--- config.mk ---
export PLATFORM = sky130hd
export DESIGN_NAME = id_ex_top
export DESIGN_NICKNAME = d
export VERILOG_FILES = /design/src/hdl/mips_pkg.sv /design/src/hdl/decode_unit.sv /design/src/hdl/register_file.sv /design/src/hdl/etapa_id_ex.sv /design/src/hdl/execute_stage.sv /design/src/hdl/id_ex_top.sv
export VERILOG_INCLUDE_DIRS = /design/src /design/src/hdl
export SDC_FILE = /design/constraint.sdc
export NUM_CORES = 2
export LEC_CHECK = 0
export ABC_AREA = 0
export BUFFER_PORTS_ARGS = -buffer_cell sky130_fd_sc_hd__buf_2
export CORE_AREA = 10 10 398 400
export CTS_CLUSTER_DIAMETER = 120
export DETAILED_ROUTE_END_ITERATION = 12
export DIE_AREA = 0 0 408 410
export GPL_ROUTABILITY_DRIVEN = 0
export PLACE_DENSITY = 0.6
export SLEW_MARGIN = 0
export SYNTH_ARGS = -nofsm -noshare
export SYNTH_HDL_FRONTEND = slang
export SYNTH_HIERARCHICAL = 1
export SYNTH_SLANG_ARGS = --single-unit
--- constraint.sdc ---
create_clock -name i_clk -period 13.3 [get_ports i_clk]
set_input_delay 1.33 -clock i_clk [delete_from_list [all_inputs] [get_ports i_clk]]
set_output_delay 1.33 -clock i_clk [all_outputs]
set_load 0.05 [all_outputs]
--- src/hdl/mips_cfg.svh ---
`ifndef MIPS_CFG_SVH
`define MIPS_CFG_SVH

// Data path and address width
`define MIPS_NBITS 32

// Register index width
`define MIPS_RNBITS 5

// Register file depth
`define MIPS_NREGS 32

`endif

--- src/hdl/mips_pkg.sv ---
`default_nettype none

package mips_pkg;

    // Primary opcodes of the supported subset
    typedef enum logic [5:0] {
        OP_RTYPE = 6'h00,
        OP_BEQ   = 6'h04,
        OP_ADDI  = 6'h08,
        OP_LB    = 6'h20,
        OP_LH    = 6'h21,
        OP_LW    = 6'h23,
        OP_SW    = 6'h2B
    } opcode_e;

    // ALUOp as carried through ID/EX
    typedef enum logic [1:0] {
        ALUOP_ADD   = 2'b00,
        ALUOP_SUB   = 2'b01,
        ALUOP_FUNCT = 2'b10,
        ALUOP_NONE  = 2'b11
    } alu_op_e;

    typedef enum logic [2:0] {
        ALU_ADD = 3'd0,
        ALU_SUB = 3'd1,
        ALU_AND = 3'd2,
        ALU_OR  = 3'd3,
        ALU_SLT = 3'd4
    } alu_ctl_e;

    // Load filter size, value 2 is not used
    typedef enum logic [1:0] {
        SIZE_BYTE = 2'd0,
        SIZE_HALF = 2'd1,
        SIZE_WORD = 2'd3
    } mem_size_e;

endpackage

`default_nettype wire

--- src/hdl/decode_unit.sv ---
`timescale 1ns/1ps
`default_nettype none

`include "mips_cfg.svh"

module decode_unit
    import mips_pkg::*;
(
    input  logic [`MIPS_NBITS-1:0]  i_instruction,
    output logic [`MIPS_RNBITS-1:0] o_rs,
    output logic [`MIPS_RNBITS-1:0] o_rt,
    output logic [`MIPS_RNBITS-1:0] o_rd,
    output logic [`MIPS_NBITS-1:0]  o_extension,
    output logic                    o_alu_src,
    output alu_op_e                 o_alu_op,
    output logic                    o_reg_dst,
    output logic                    o_branch,
    output logic                    o_mem_write,
    output logic                    o_mem_read,
    output mem_size_e               o_mem_size,
    output logic                    o_mem_to_reg,
    output logic                    o_reg_write
);

    opcode_e opcode;

    assign opcode = opcode_e'(i_instruction[31:26]);

    assign o_rs = i_instruction[25:21];
    assign o_rt = i_instruction[20:16];
    assign o_rd = i_instruction[15:11];

    assign o_extension = {{(`MIPS_NBITS-16){i_instruction[15]}}, i_instruction[15:0]};

    always_comb
    begin
        // Bubble unless the opcode is known
        o_alu_src    = 1'b0;
        o_alu_op     = ALUOP_NONE;
        o_reg_dst    = 1'b0;
        o_branch     = 1'b0;
        o_mem_write  = 1'b0;
        o_mem_read   = 1'b0;
        o_mem_size   = SIZE_BYTE;
        o_mem_to_reg = 1'b0;
        o_reg_write  = 1'b0;
        case (opcode)
            OP_RTYPE:
            begin
                o_alu_op    = ALUOP_FUNCT;
                o_reg_dst   = 1'b1;
                o_reg_write = 1'b1;
            end
            OP_ADDI:
            begin
                o_alu_op    = ALUOP_ADD;
                o_alu_src   = 1'b1;
                o_reg_write = 1'b1;
            end
            OP_LB, OP_LH, OP_LW:
            begin
                o_alu_op     = ALUOP_ADD;
                o_alu_src    = 1'b1;
                o_mem_read   = 1'b1;
                o_mem_to_reg = 1'b1;
                o_reg_write  = 1'b1;
                o_mem_size   = (opcode == OP_LB) ? SIZE_BYTE :
                               (opcode == OP_LH) ? SIZE_HALF : SIZE_WORD;
            end
            OP_SW:
            begin
                o_alu_op    = ALUOP_ADD;
                o_alu_src   = 1'b1;
                o_mem_write = 1'b1;
                o_mem_size  = SIZE_WORD;
            end
            OP_BEQ:
            begin
                o_alu_op = ALUOP_SUB;
                o_branch = 1'b1;
            end
            default:
            begin
            end
        endcase
    end

endmodule

`default_nettype wire

--- src/hdl/register_file.sv ---
`timescale 1ns/1ps
`default_nettype none

`include "mips_cfg.svh"

module register_file
(
    input  logic                    i_clk,
    input  logic                    i_rst_n,
    input  logic [`MIPS_RNBITS-1:0] i_rd_addr1,
    input  logic [`MIPS_RNBITS-1:0] i_rd_addr2,
    input  logic                    i_wr_en,
    input  logic [`MIPS_RNBITS-1:0] i_wr_addr,
    input  logic [`MIPS_NBITS-1:0]  i_wr_data,
    output logic [`MIPS_NBITS-1:0]  o_rd_data1,
    output logic [`MIPS_NBITS-1:0]  o_rd_data2
);

    logic [`MIPS_NBITS-1:0] regs [`MIPS_NREGS];

    always_ff @(posedge i_clk)
    begin
        if (!i_rst_n)
        begin
            for (int i = 0; i < `MIPS_NREGS; i++)
            begin
                regs[i] <= '0;
            end
        end
        else if (i_wr_en && (i_wr_addr != '0))
        begin
            regs[i_wr_addr] <= i_wr_data;
        end
    end

    // No bypass, a same-cycle write is seen next cycle
    assign o_rd_data1 = (i_rd_addr1 == '0) ? '0 : regs[i_rd_addr1];
    assign o_rd_data2 = (i_rd_addr2 == '0) ? '0 : regs[i_rd_addr2];

    a_reg_zero: assert property (@(posedge i_clk) disable iff (!i_rst_n) regs[0] == '0)
        else $error("register zero was written");

endmodule

`default_nettype wire

--- src/hdl/etapa_id_ex.sv ---
`timescale 1ns/1ps
`default_nettype none

`include "mips_cfg.svh"

module etapa_id_ex
    import mips_pkg::*;
(
    input  logic                    i_clk,
    input  logic                    i_rst_n,
    input  logic [`MIPS_NBITS-1:0]  i_pc4,
    input  logic [`MIPS_NBITS-1:0]  i_instruction,
    input  logic [`MIPS_NBITS-1:0]  i_registro1,
    input  logic [`MIPS_NBITS-1:0]  i_registro2,
    input  logic [`MIPS_NBITS-1:0]  i_extension,
    input  logic [`MIPS_RNBITS-1:0] i_rt,
    input  logic [`MIPS_RNBITS-1:0] i_rd,
    // EX control
    input  logic                    i_alu_src,
    input  alu_op_e                 i_alu_op,
    input  logic                    i_reg_dst,
    // M control
    input  logic                    i_branch,
    input  logic                    i_mem_write,
    input  logic                    i_mem_read,
    input  mem_size_e               i_mem_size,
    // WB control
    input  logic                    i_mem_to_reg,
    input  logic                    i_reg_write,
    output logic [`MIPS_NBITS-1:0]  o_pc4,
    output logic [`MIPS_NBITS-1:0]  o_instruction,
    output logic [`MIPS_NBITS-1:0]  o_registro1,
    output logic [`MIPS_NBITS-1:0]  o_registro2,
    output logic [`MIPS_NBITS-1:0]  o_extension,
    output logic [`MIPS_RNBITS-1:0] o_rt,
    output logic [`MIPS_RNBITS-1:0] o_rd,
    output logic                    o_alu_src,
    output alu_op_e                 o_alu_op,
    output logic                    o_reg_dst,
    output logic                    o_branch,
    output logic                    o_mem_write,
    output logic                    o_mem_read,
    output mem_size_e               o_mem_size,
    output logic                    o_mem_to_reg,
    output logic                    o_reg_write
);

    always_ff @(posedge i_clk)
    begin
        if (!i_rst_n)
        begin
            o_pc4         <= '0;
            o_instruction <= '0;
            o_registro1   <= '0;
            o_registro2   <= '0;
            o_extension   <= '0;
            o_rt          <= '0;
            o_rd          <= '0;
            // Reset loads a bubble
            o_alu_src     <= 1'b0;
            o_alu_op      <= ALUOP_NONE;
            o_reg_dst     <= 1'b0;
            o_branch      <= 1'b0;
            o_mem_write   <= 1'b0;
            o_mem_read    <= 1'b0;
            o_mem_size    <= SIZE_BYTE;
            o_mem_to_reg  <= 1'b0;
            o_reg_write   <= 1'b0;
        end
        else
        begin
            o_pc4         <= i_pc4;
            o_instruction <= i_instruction;
            o_registro1   <= i_registro1;
            o_registro2   <= i_registro2;
            o_extension   <= i_extension;
            o_rt          <= i_rt;
            o_rd          <= i_rd;
            // EX
            o_alu_src     <= i_alu_src;
            o_alu_op      <= i_alu_op;
            o_reg_dst     <= i_reg_dst;
            // M
            o_branch      <= i_branch;
            o_mem_write   <= i_mem_write;
            o_mem_read    <= i_mem_read;
            o_mem_size    <= i_mem_size;
            // WB
            o_mem_to_reg  <= i_mem_to_reg;
            o_reg_write   <= i_reg_write;
        end
    end

    a_rd_wr_excl: assert property (@(posedge i_clk) disable iff (!i_rst_n)
        !(o_mem_read && o_mem_write))
        else $error("load and store issued together");

    a_wb_from_mem: assert property (@(posedge i_clk) disable iff (!i_rst_n)
        o_mem_to_reg |-> o_mem_read)
        else $error("mem_to_reg without a load");

endmodule

`default_nettype wire

--- src/hdl/execute_stage.sv ---
`timescale 1ns/1ps
`default_nettype none

`include "mips_cfg.svh"

module execute_stage
    import mips_pkg::*;
(
    input  logic [`MIPS_NBITS-1:0]  i_pc4,
    input  logic [`MIPS_NBITS-1:0]  i_registro1,
    input  logic [`MIPS_NBITS-1:0]  i_registro2,
    input  logic [`MIPS_NBITS-1:0]  i_extension,
    input  logic [`MIPS_NBITS-1:0]  i_instruction,
    input  logic [`MIPS_RNBITS-1:0] i_rt,
    input  logic [`MIPS_RNBITS-1:0] i_rd,
    input  logic                    i_alu_src,
    input  logic                    i_reg_dst,
    input  alu_op_e                 i_alu_op,
    output logic [`MIPS_NBITS-1:0]  o_alu_result,
    output logic                    o_zero,
    output logic [`MIPS_NBITS-1:0]  o_branch_target,
    output logic [`MIPS_NBITS-1:0]  o_store_data,
    output logic [`MIPS_RNBITS-1:0] o_write_reg
);

    localparam logic [5:0] FUNCT_ADD = 6'h20;
    localparam logic [5:0] FUNCT_SUB = 6'h22;
    localparam logic [5:0] FUNCT_AND = 6'h24;
    localparam logic [5:0] FUNCT_OR  = 6'h25;
    localparam logic [5:0] FUNCT_SLT = 6'h2A;

    alu_ctl_e               alu_ctl;
    logic [5:0]             funct;
    logic [`MIPS_NBITS-1:0] operand_b;
    logic                   less;

    assign funct = i_instruction[5:0];

    always_comb
    begin
        case (i_alu_op)
            ALUOP_SUB:   alu_ctl = ALU_SUB;
            ALUOP_FUNCT:
            begin
                case (funct)
                    FUNCT_SUB: alu_ctl = ALU_SUB;
                    FUNCT_AND: alu_ctl = ALU_AND;
                    FUNCT_OR:  alu_ctl = ALU_OR;
                    FUNCT_SLT: alu_ctl = ALU_SLT;
                    FUNCT_ADD: alu_ctl = ALU_ADD;
                    default:   alu_ctl = ALU_ADD;
                endcase
            end
            default:     alu_ctl = ALU_ADD;
        endcase
    end

    assign operand_b = i_alu_src ? i_extension : i_registro2;
    assign less      = $signed(i_registro1) < $signed(operand_b);

    always_comb
    begin
        case (alu_ctl)
            ALU_SUB: o_alu_result = i_registro1 - operand_b;
            ALU_AND: o_alu_result = i_registro1 & operand_b;
            ALU_OR:  o_alu_result = i_registro1 | operand_b;
            ALU_SLT: o_alu_result = {{(`MIPS_NBITS-1){1'b0}}, less};
            default: o_alu_result = i_registro1 + operand_b;
        endcase
    end

    assign o_zero          = (o_alu_result == '0);
    assign o_branch_target = i_pc4 + {i_extension[`MIPS_NBITS-3:0], 2'b00};
    assign o_store_data    = i_registro2;
    assign o_write_reg     = i_reg_dst ? i_rd : i_rt;

endmodule

`default_nettype wire

--- src/hdl/id_ex_top.sv ---
`timescale 1ns/1ps
`default_nettype none

`include "mips_cfg.svh"

module id_ex_top
    import mips_pkg::*;
(
    input  logic                    i_clk,
    input  logic                    i_rst_n,
    input  logic [`MIPS_NBITS-1:0]  i_instruction,
    input  logic [`MIPS_NBITS-1:0]  i_pc4,
    input  logic                    i_wb_en,
    input  logic [`MIPS_RNBITS-1:0] i_wb_addr,
    input  logic [`MIPS_NBITS-1:0]  i_wb_data,
    output logic [`MIPS_NBITS-1:0]  o_alu_result,
    output logic                    o_zero,
    output logic [`MIPS_NBITS-1:0]  o_branch_target,
    output logic [`MIPS_NBITS-1:0]  o_store_data,
    output logic [`MIPS_RNBITS-1:0] o_write_reg,
    output logic                    o_branch,
    output logic                    o_mem_write,
    output logic                    o_mem_read,
    output mem_size_e               o_mem_size,
    output logic                    o_mem_to_reg,
    output logic                    o_reg_write
);

    // Decode side
    logic [`MIPS_RNBITS-1:0] dec_rs;
    logic [`MIPS_RNBITS-1:0] dec_rt;
    logic [`MIPS_RNBITS-1:0] dec_rd;
    logic [`MIPS_NBITS-1:0]  dec_extension;
    logic                    dec_alu_src;
    alu_op_e                 dec_alu_op;
    logic                    dec_reg_dst;
    logic                    dec_branch;
    logic                    dec_mem_write;
    logic                    dec_mem_read;
    mem_size_e               dec_mem_size;
    logic                    dec_mem_to_reg;
    logic                    dec_reg_write;
    logic [`MIPS_NBITS-1:0]  rd_data1;
    logic [`MIPS_NBITS-1:0]  rd_data2;

    // Execute side
    logic [`MIPS_NBITS-1:0]  ex_pc4;
    logic [`MIPS_NBITS-1:0]  ex_instruction;
    logic [`MIPS_NBITS-1:0]  ex_registro1;
    logic [`MIPS_NBITS-1:0]  ex_registro2;
    logic [`MIPS_NBITS-1:0]  ex_extension;
    logic [`MIPS_RNBITS-1:0] ex_rt;
    logic [`MIPS_RNBITS-1:0] ex_rd;
    logic                    ex_alu_src;
    alu_op_e                 ex_alu_op;
    logic                    ex_reg_dst;

    decode_unit u_decode_unit (
        .i_instruction (i_instruction),
        .o_rs          (dec_rs),
        .o_rt          (dec_rt),
        .o_rd          (dec_rd),
        .o_extension   (dec_extension),
        .o_alu_src     (dec_alu_src),
        .o_alu_op      (dec_alu_op),
        .o_reg_dst     (dec_reg_dst),
        .o_branch      (dec_branch),
        .o_mem_write   (dec_mem_write),
        .o_mem_read    (dec_mem_read),
        .o_mem_size    (dec_mem_size),
        .o_mem_to_reg  (dec_mem_to_reg),
        .o_reg_write   (dec_reg_write)
    );

    register_file u_register_file (
        .i_clk      (i_clk),
        .i_rst_n    (i_rst_n),
        .i_rd_addr1 (dec_rs),
        .i_rd_addr2 (dec_rt),
        .i_wr_en    (i_wb_en),
        .i_wr_addr  (i_wb_addr),
        .i_wr_data  (i_wb_data),
        .o_rd_data1 (rd_data1),
        .o_rd_data2 (rd_data2)
    );

    etapa_id_ex u_etapa_id_ex (
        .i_clk         (i_clk),
        .i_rst_n       (i_rst_n),
        .i_pc4         (i_pc4),
        .i_instruction (i_instruction),
        .i_registro1   (rd_data1),
        .i_registro2   (rd_data2),
        .i_extension   (dec_extension),
        .i_rt          (dec_rt),
        .i_rd          (dec_rd),
        .i_alu_src     (dec_alu_src),
        .i_alu_op      (dec_alu_op),
        .i_reg_dst     (dec_reg_dst),
        .i_branch      (dec_branch),
        .i_mem_write   (dec_mem_write),
        .i_mem_read    (dec_mem_read),
        .i_mem_size    (dec_mem_size),
        .i_mem_to_reg  (dec_mem_to_reg),
        .i_reg_write   (dec_reg_write),
        .o_pc4         (ex_pc4),
        .o_instruction (ex_instruction),
        .o_registro1   (ex_registro1),
        .o_registro2   (ex_registro2),
        .o_extension   (ex_extension),
        .o_rt          (ex_rt),
        .o_rd          (ex_rd),
        .o_alu_src     (ex_alu_src),
        .o_alu_op      (ex_alu_op),
        .o_reg_dst     (ex_reg_dst),
        .o_branch      (o_branch),
        .o_mem_write   (o_mem_write),
        .o_mem_read    (o_mem_read),
        .o_mem_size    (o_mem_size),
        .o_mem_to_reg  (o_mem_to_reg),
        .o_reg_write   (o_reg_write)
    );

    execute_stage u_execute_stage (
        .i_pc4           (ex_pc4),
        .i_registro1     (ex_registro1),
        .i_registro2     (ex_registro2),
        .i_extension     (ex_extension),
        .i_instruction   (ex_instruction),
        .i_rt            (ex_rt),
        .i_rd            (ex_rd),
        .i_alu_src       (ex_alu_src),
        .i_reg_dst       (ex_reg_dst),
        .i_alu_op        (ex_alu_op),
        .o_alu_result    (o_alu_result),
        .o_zero          (o_zero),
        .o_branch_target (o_branch_target),
        .o_store_data    (o_store_data),
        .o_write_reg     (o_write_reg)
    );

endmodule

`default_nettype wire

==> flow_metrics.py <==
metrics = {
    "outcome": {
        "outcome": "complete, no violations",
    },
    "clock_tree": {
        "cts_setup_buffers": 0,
        "clock_sinks": 1179,
        "clock-root-buffer": "clkbuf_16",
        "cts_buffer_depth": 3,
        "cts-resized-gates": 0,
        "cts_made_buffers": 133,
        "holdBufCountCts": 0,
        "insertion_delay_ns": 0.78,
        "cts_tree": "done",
        "htree_levels": 4,
        "clkTransAtPathRegs_ns": 0.06,
    },
    "power_and_ir_drop": {
        "p_sw_share_pct": 28.4,
        "leakagePower_nw": 26.4,
        "p_switching_mw": 2.76,
        "peakVddDrop_mv": 0.143,
        "powerDensity_nw_per_um2": 133,
        "finalPower_mw": 9.72,
        "pwr-share-clk_pct": 37.6,
        "internal_power_mw": 6.96,
        "seqPwrFrac_pct": 44.9,
        "combPwrFrac_pct": 17.5,
    },
    "floorplanning": {
        "core_area_um2": 151000,
        "ioPinCount": 213,
        "rows": 143,
        "die_w_um": 408,
        "die_h_um": 410,
        "die-area_um2": 167000,
        "start_util_pct": 44.0,
    },
    "worst_setup_path": {
        "startpoint": "u_etapa_id_ex/o_alu_src$_SDFF_PN0_",
        "r2r_slack_ns": 10.64,
        "cp_slowest_cell": "nor4_1",
        "worstPathArrival_ns": 6.63,
        "slowest_delay_ns": 0.64,
        "crit_path_frequent_cell": "nor4_1",
        "path_max_fanout": 32,
        "crit_type": "reg -> out",
        "rr_endpoint": "u_etapa_id_ex/o_registro2[3]$_SDFF_PN0_",
        "reg2reg_depth": 5,
        "worstSetupStartpointType": "flop",
        "worstPathRequired_ns": 11.97,
        "cp-end-kind": "output pin",
        "crit_path_cell_trace": "buf_4 > mux2i_1 > inv_1 > ha_1 > fa_1 > o21bai_2 > a211oi_1 > o21ai_0 > a21boi_0 > a221o_1 > a22o_1 > nor4_1 > nand4b_1 > nor4_1 > nand4_1 > or4b_1 > nor4_2 > buf_2",
        "r2r-start": "u_register_file/regs[31][3]$_SDFFCE_PN0P_",
    },
    "routing": {
        "wl_per_cell_um": 32.7,
        "firstDrtPassIters": 6,
        "drt_iter0_drc": 5951,
        "drc": 0,
        "drtAntennaViolNets": 0,
        "vias_per_cell": 6.30,
        "drt-total-wl_mm": 231,
        "dr_total_vias": 44420,
    },
    "logic_synthesis": {
        "syn_avg_cell_area_um2": 13.4,
        "syn-cell-area_um2": 66400,
        "synth_warnings": 6,
        "syn_inst": 4939,
    },
    "run": {
        "maxCapViolCount": 0,
    },
    "grt": {
        "grt_pass1_wl_mm": 325,
        "grt.overflow.total": 0,
        "grt_pass1_vias": 43850,
        "grt_usage_pct": 26.8,
        "grt_start_max_net_pins": 113,
        "antenna_found_initial": 34,
    },
    "sta": {
        "fin_tns_setup_ns": 0,
        "min_period_over_period_pct": 59.8,
        "skew_ns": 0.0203,
        "finalHoldViolations": 0,
        "drv_slew": 0,
        "setup_slack_ns": 5.34,
        "grt_setup_unrepaired": "false",
        "tightest_slew_ns": 1.35,
        "fin_crit_ns": 7.96,
        "fmax_ghz": 0.126,
        "relSlewSlack_pct": 9.79,
        "setup_viol": 0,
    },
    "worst_hold_path": {
        "min-delay-start": "i_instruction[6]",
        "hold_depth": 2,
        "min-delay-path-class": "in -> reg",
        "holdPathEnd": "u_etapa_id_ex/o_extension[6]$_SDFF_PN0_",
    },
    "final_layout": {
        "synthToLayoutAreaGrowth_pct": 9.90,
        "layout-drive-gt1-share_pct": 23.3,
        "regMostFlops": "u_register_file/regs",
        "nNetsFinal": 5146,
        "nFillCells": 13000,
        "largest_register_ffs": 1024,
        "finalInstanceArea_um2": 73000,
    },
    "place": {
        "dpl_cell_area_um2": 68700,
        "io_buffer_count": 212,
        "post-place-ws_ns": 6.26,
        "dp_hpwl_mm": 146,
    },
}
-- layer usage --
| metal | share of wire, % | wire length, µm | global-route usage (%) |
|---|---|---|---|
| met1 | 39 | 89600 | 35.2 |
| met5 | 0.072 | 165 | 0 |
| met3 | 10 | 24000 | 6.31 |
| met2 | 46 | 107000 | 42.6 |
| met4 | 4.3 | 9990 | 11.0 |
-- critical path, delay by kind of cell (launching register included) --
kind / cells / cell delay (ns)
simple gates: 6 / 2.20
compound gates: 6 / 1.37
buf+inv: 3 / 0.91
fa+ha+maj: 2 / 0.65
mux: 1 / 0.39
flops: 1 / 0.31
-- how the worst max path moves through the flow --
stage	cells after the start	slack [ns]	end
final	18	5.34	o_zero
after global routing	18	5.08	o_zero
after CTS	18	5.39	o_zero
after detailed placement	18	6.26	o_zero
after global placement	18	6.26	o_zero
after floorplan	18	6.28	o_zero
-- power groups by stage --
stage / logic [mW] / clock network, mW / registers [mW]
floorplan: 1.19 / 0 / 4.38
global placement: 1.66 / 0 / 4.43
detailed placement: 1.67 / 0 / 4.44
CTS: 1.67 / 3.70 / 4.36
global route: 1.78 / 3.84 / 4.39
finish: 1.70 / 3.65 / 4.37
-- per-stage QoR --
stage / hold WS [ns] / cells / util, %
finish: 0.753 / 7050 / 48.4
global route: 0.735 / 7042 / 48.4
CTS: 0.708 / 7039 / 48.4
detailed placement: 0.905 / 6796 / 45.5
global placement: 0.886 / 6796 / 45.5
floorplan: 0.805 / 4970 / -
-- cells in the final DEF (no fill, tap or decap), drive strengths merged, types with 113 or more instances in the layout --
master and count:
mux2i 188, clkbuf 181, and2 1154, nor2 113, inv 123, mux4 470
ha 138, edfxtp 1024, buf 321, dfxtp 155
-- layout make-up --
cell class | count | area (µm²) | share of cell area (%)
Antenna cell | 11 | 27.5 | 0.0377
Clock buffer | 180 | 3660 | 5.01
Clock inverter | 63 | 611 | 0.836
Inverter | 118 | 444 | 0.608
Multi-Input combinational cell | 3147 | 29900 | 41.0
Sequential cell | 1179 | 33900 | 46.4
Tap cell | 2030 | 2540 | 3.48
Timing Repair Buffer | 322 | 1960 | 2.68
Note: power is estimated with default switching activity, not from simulation.
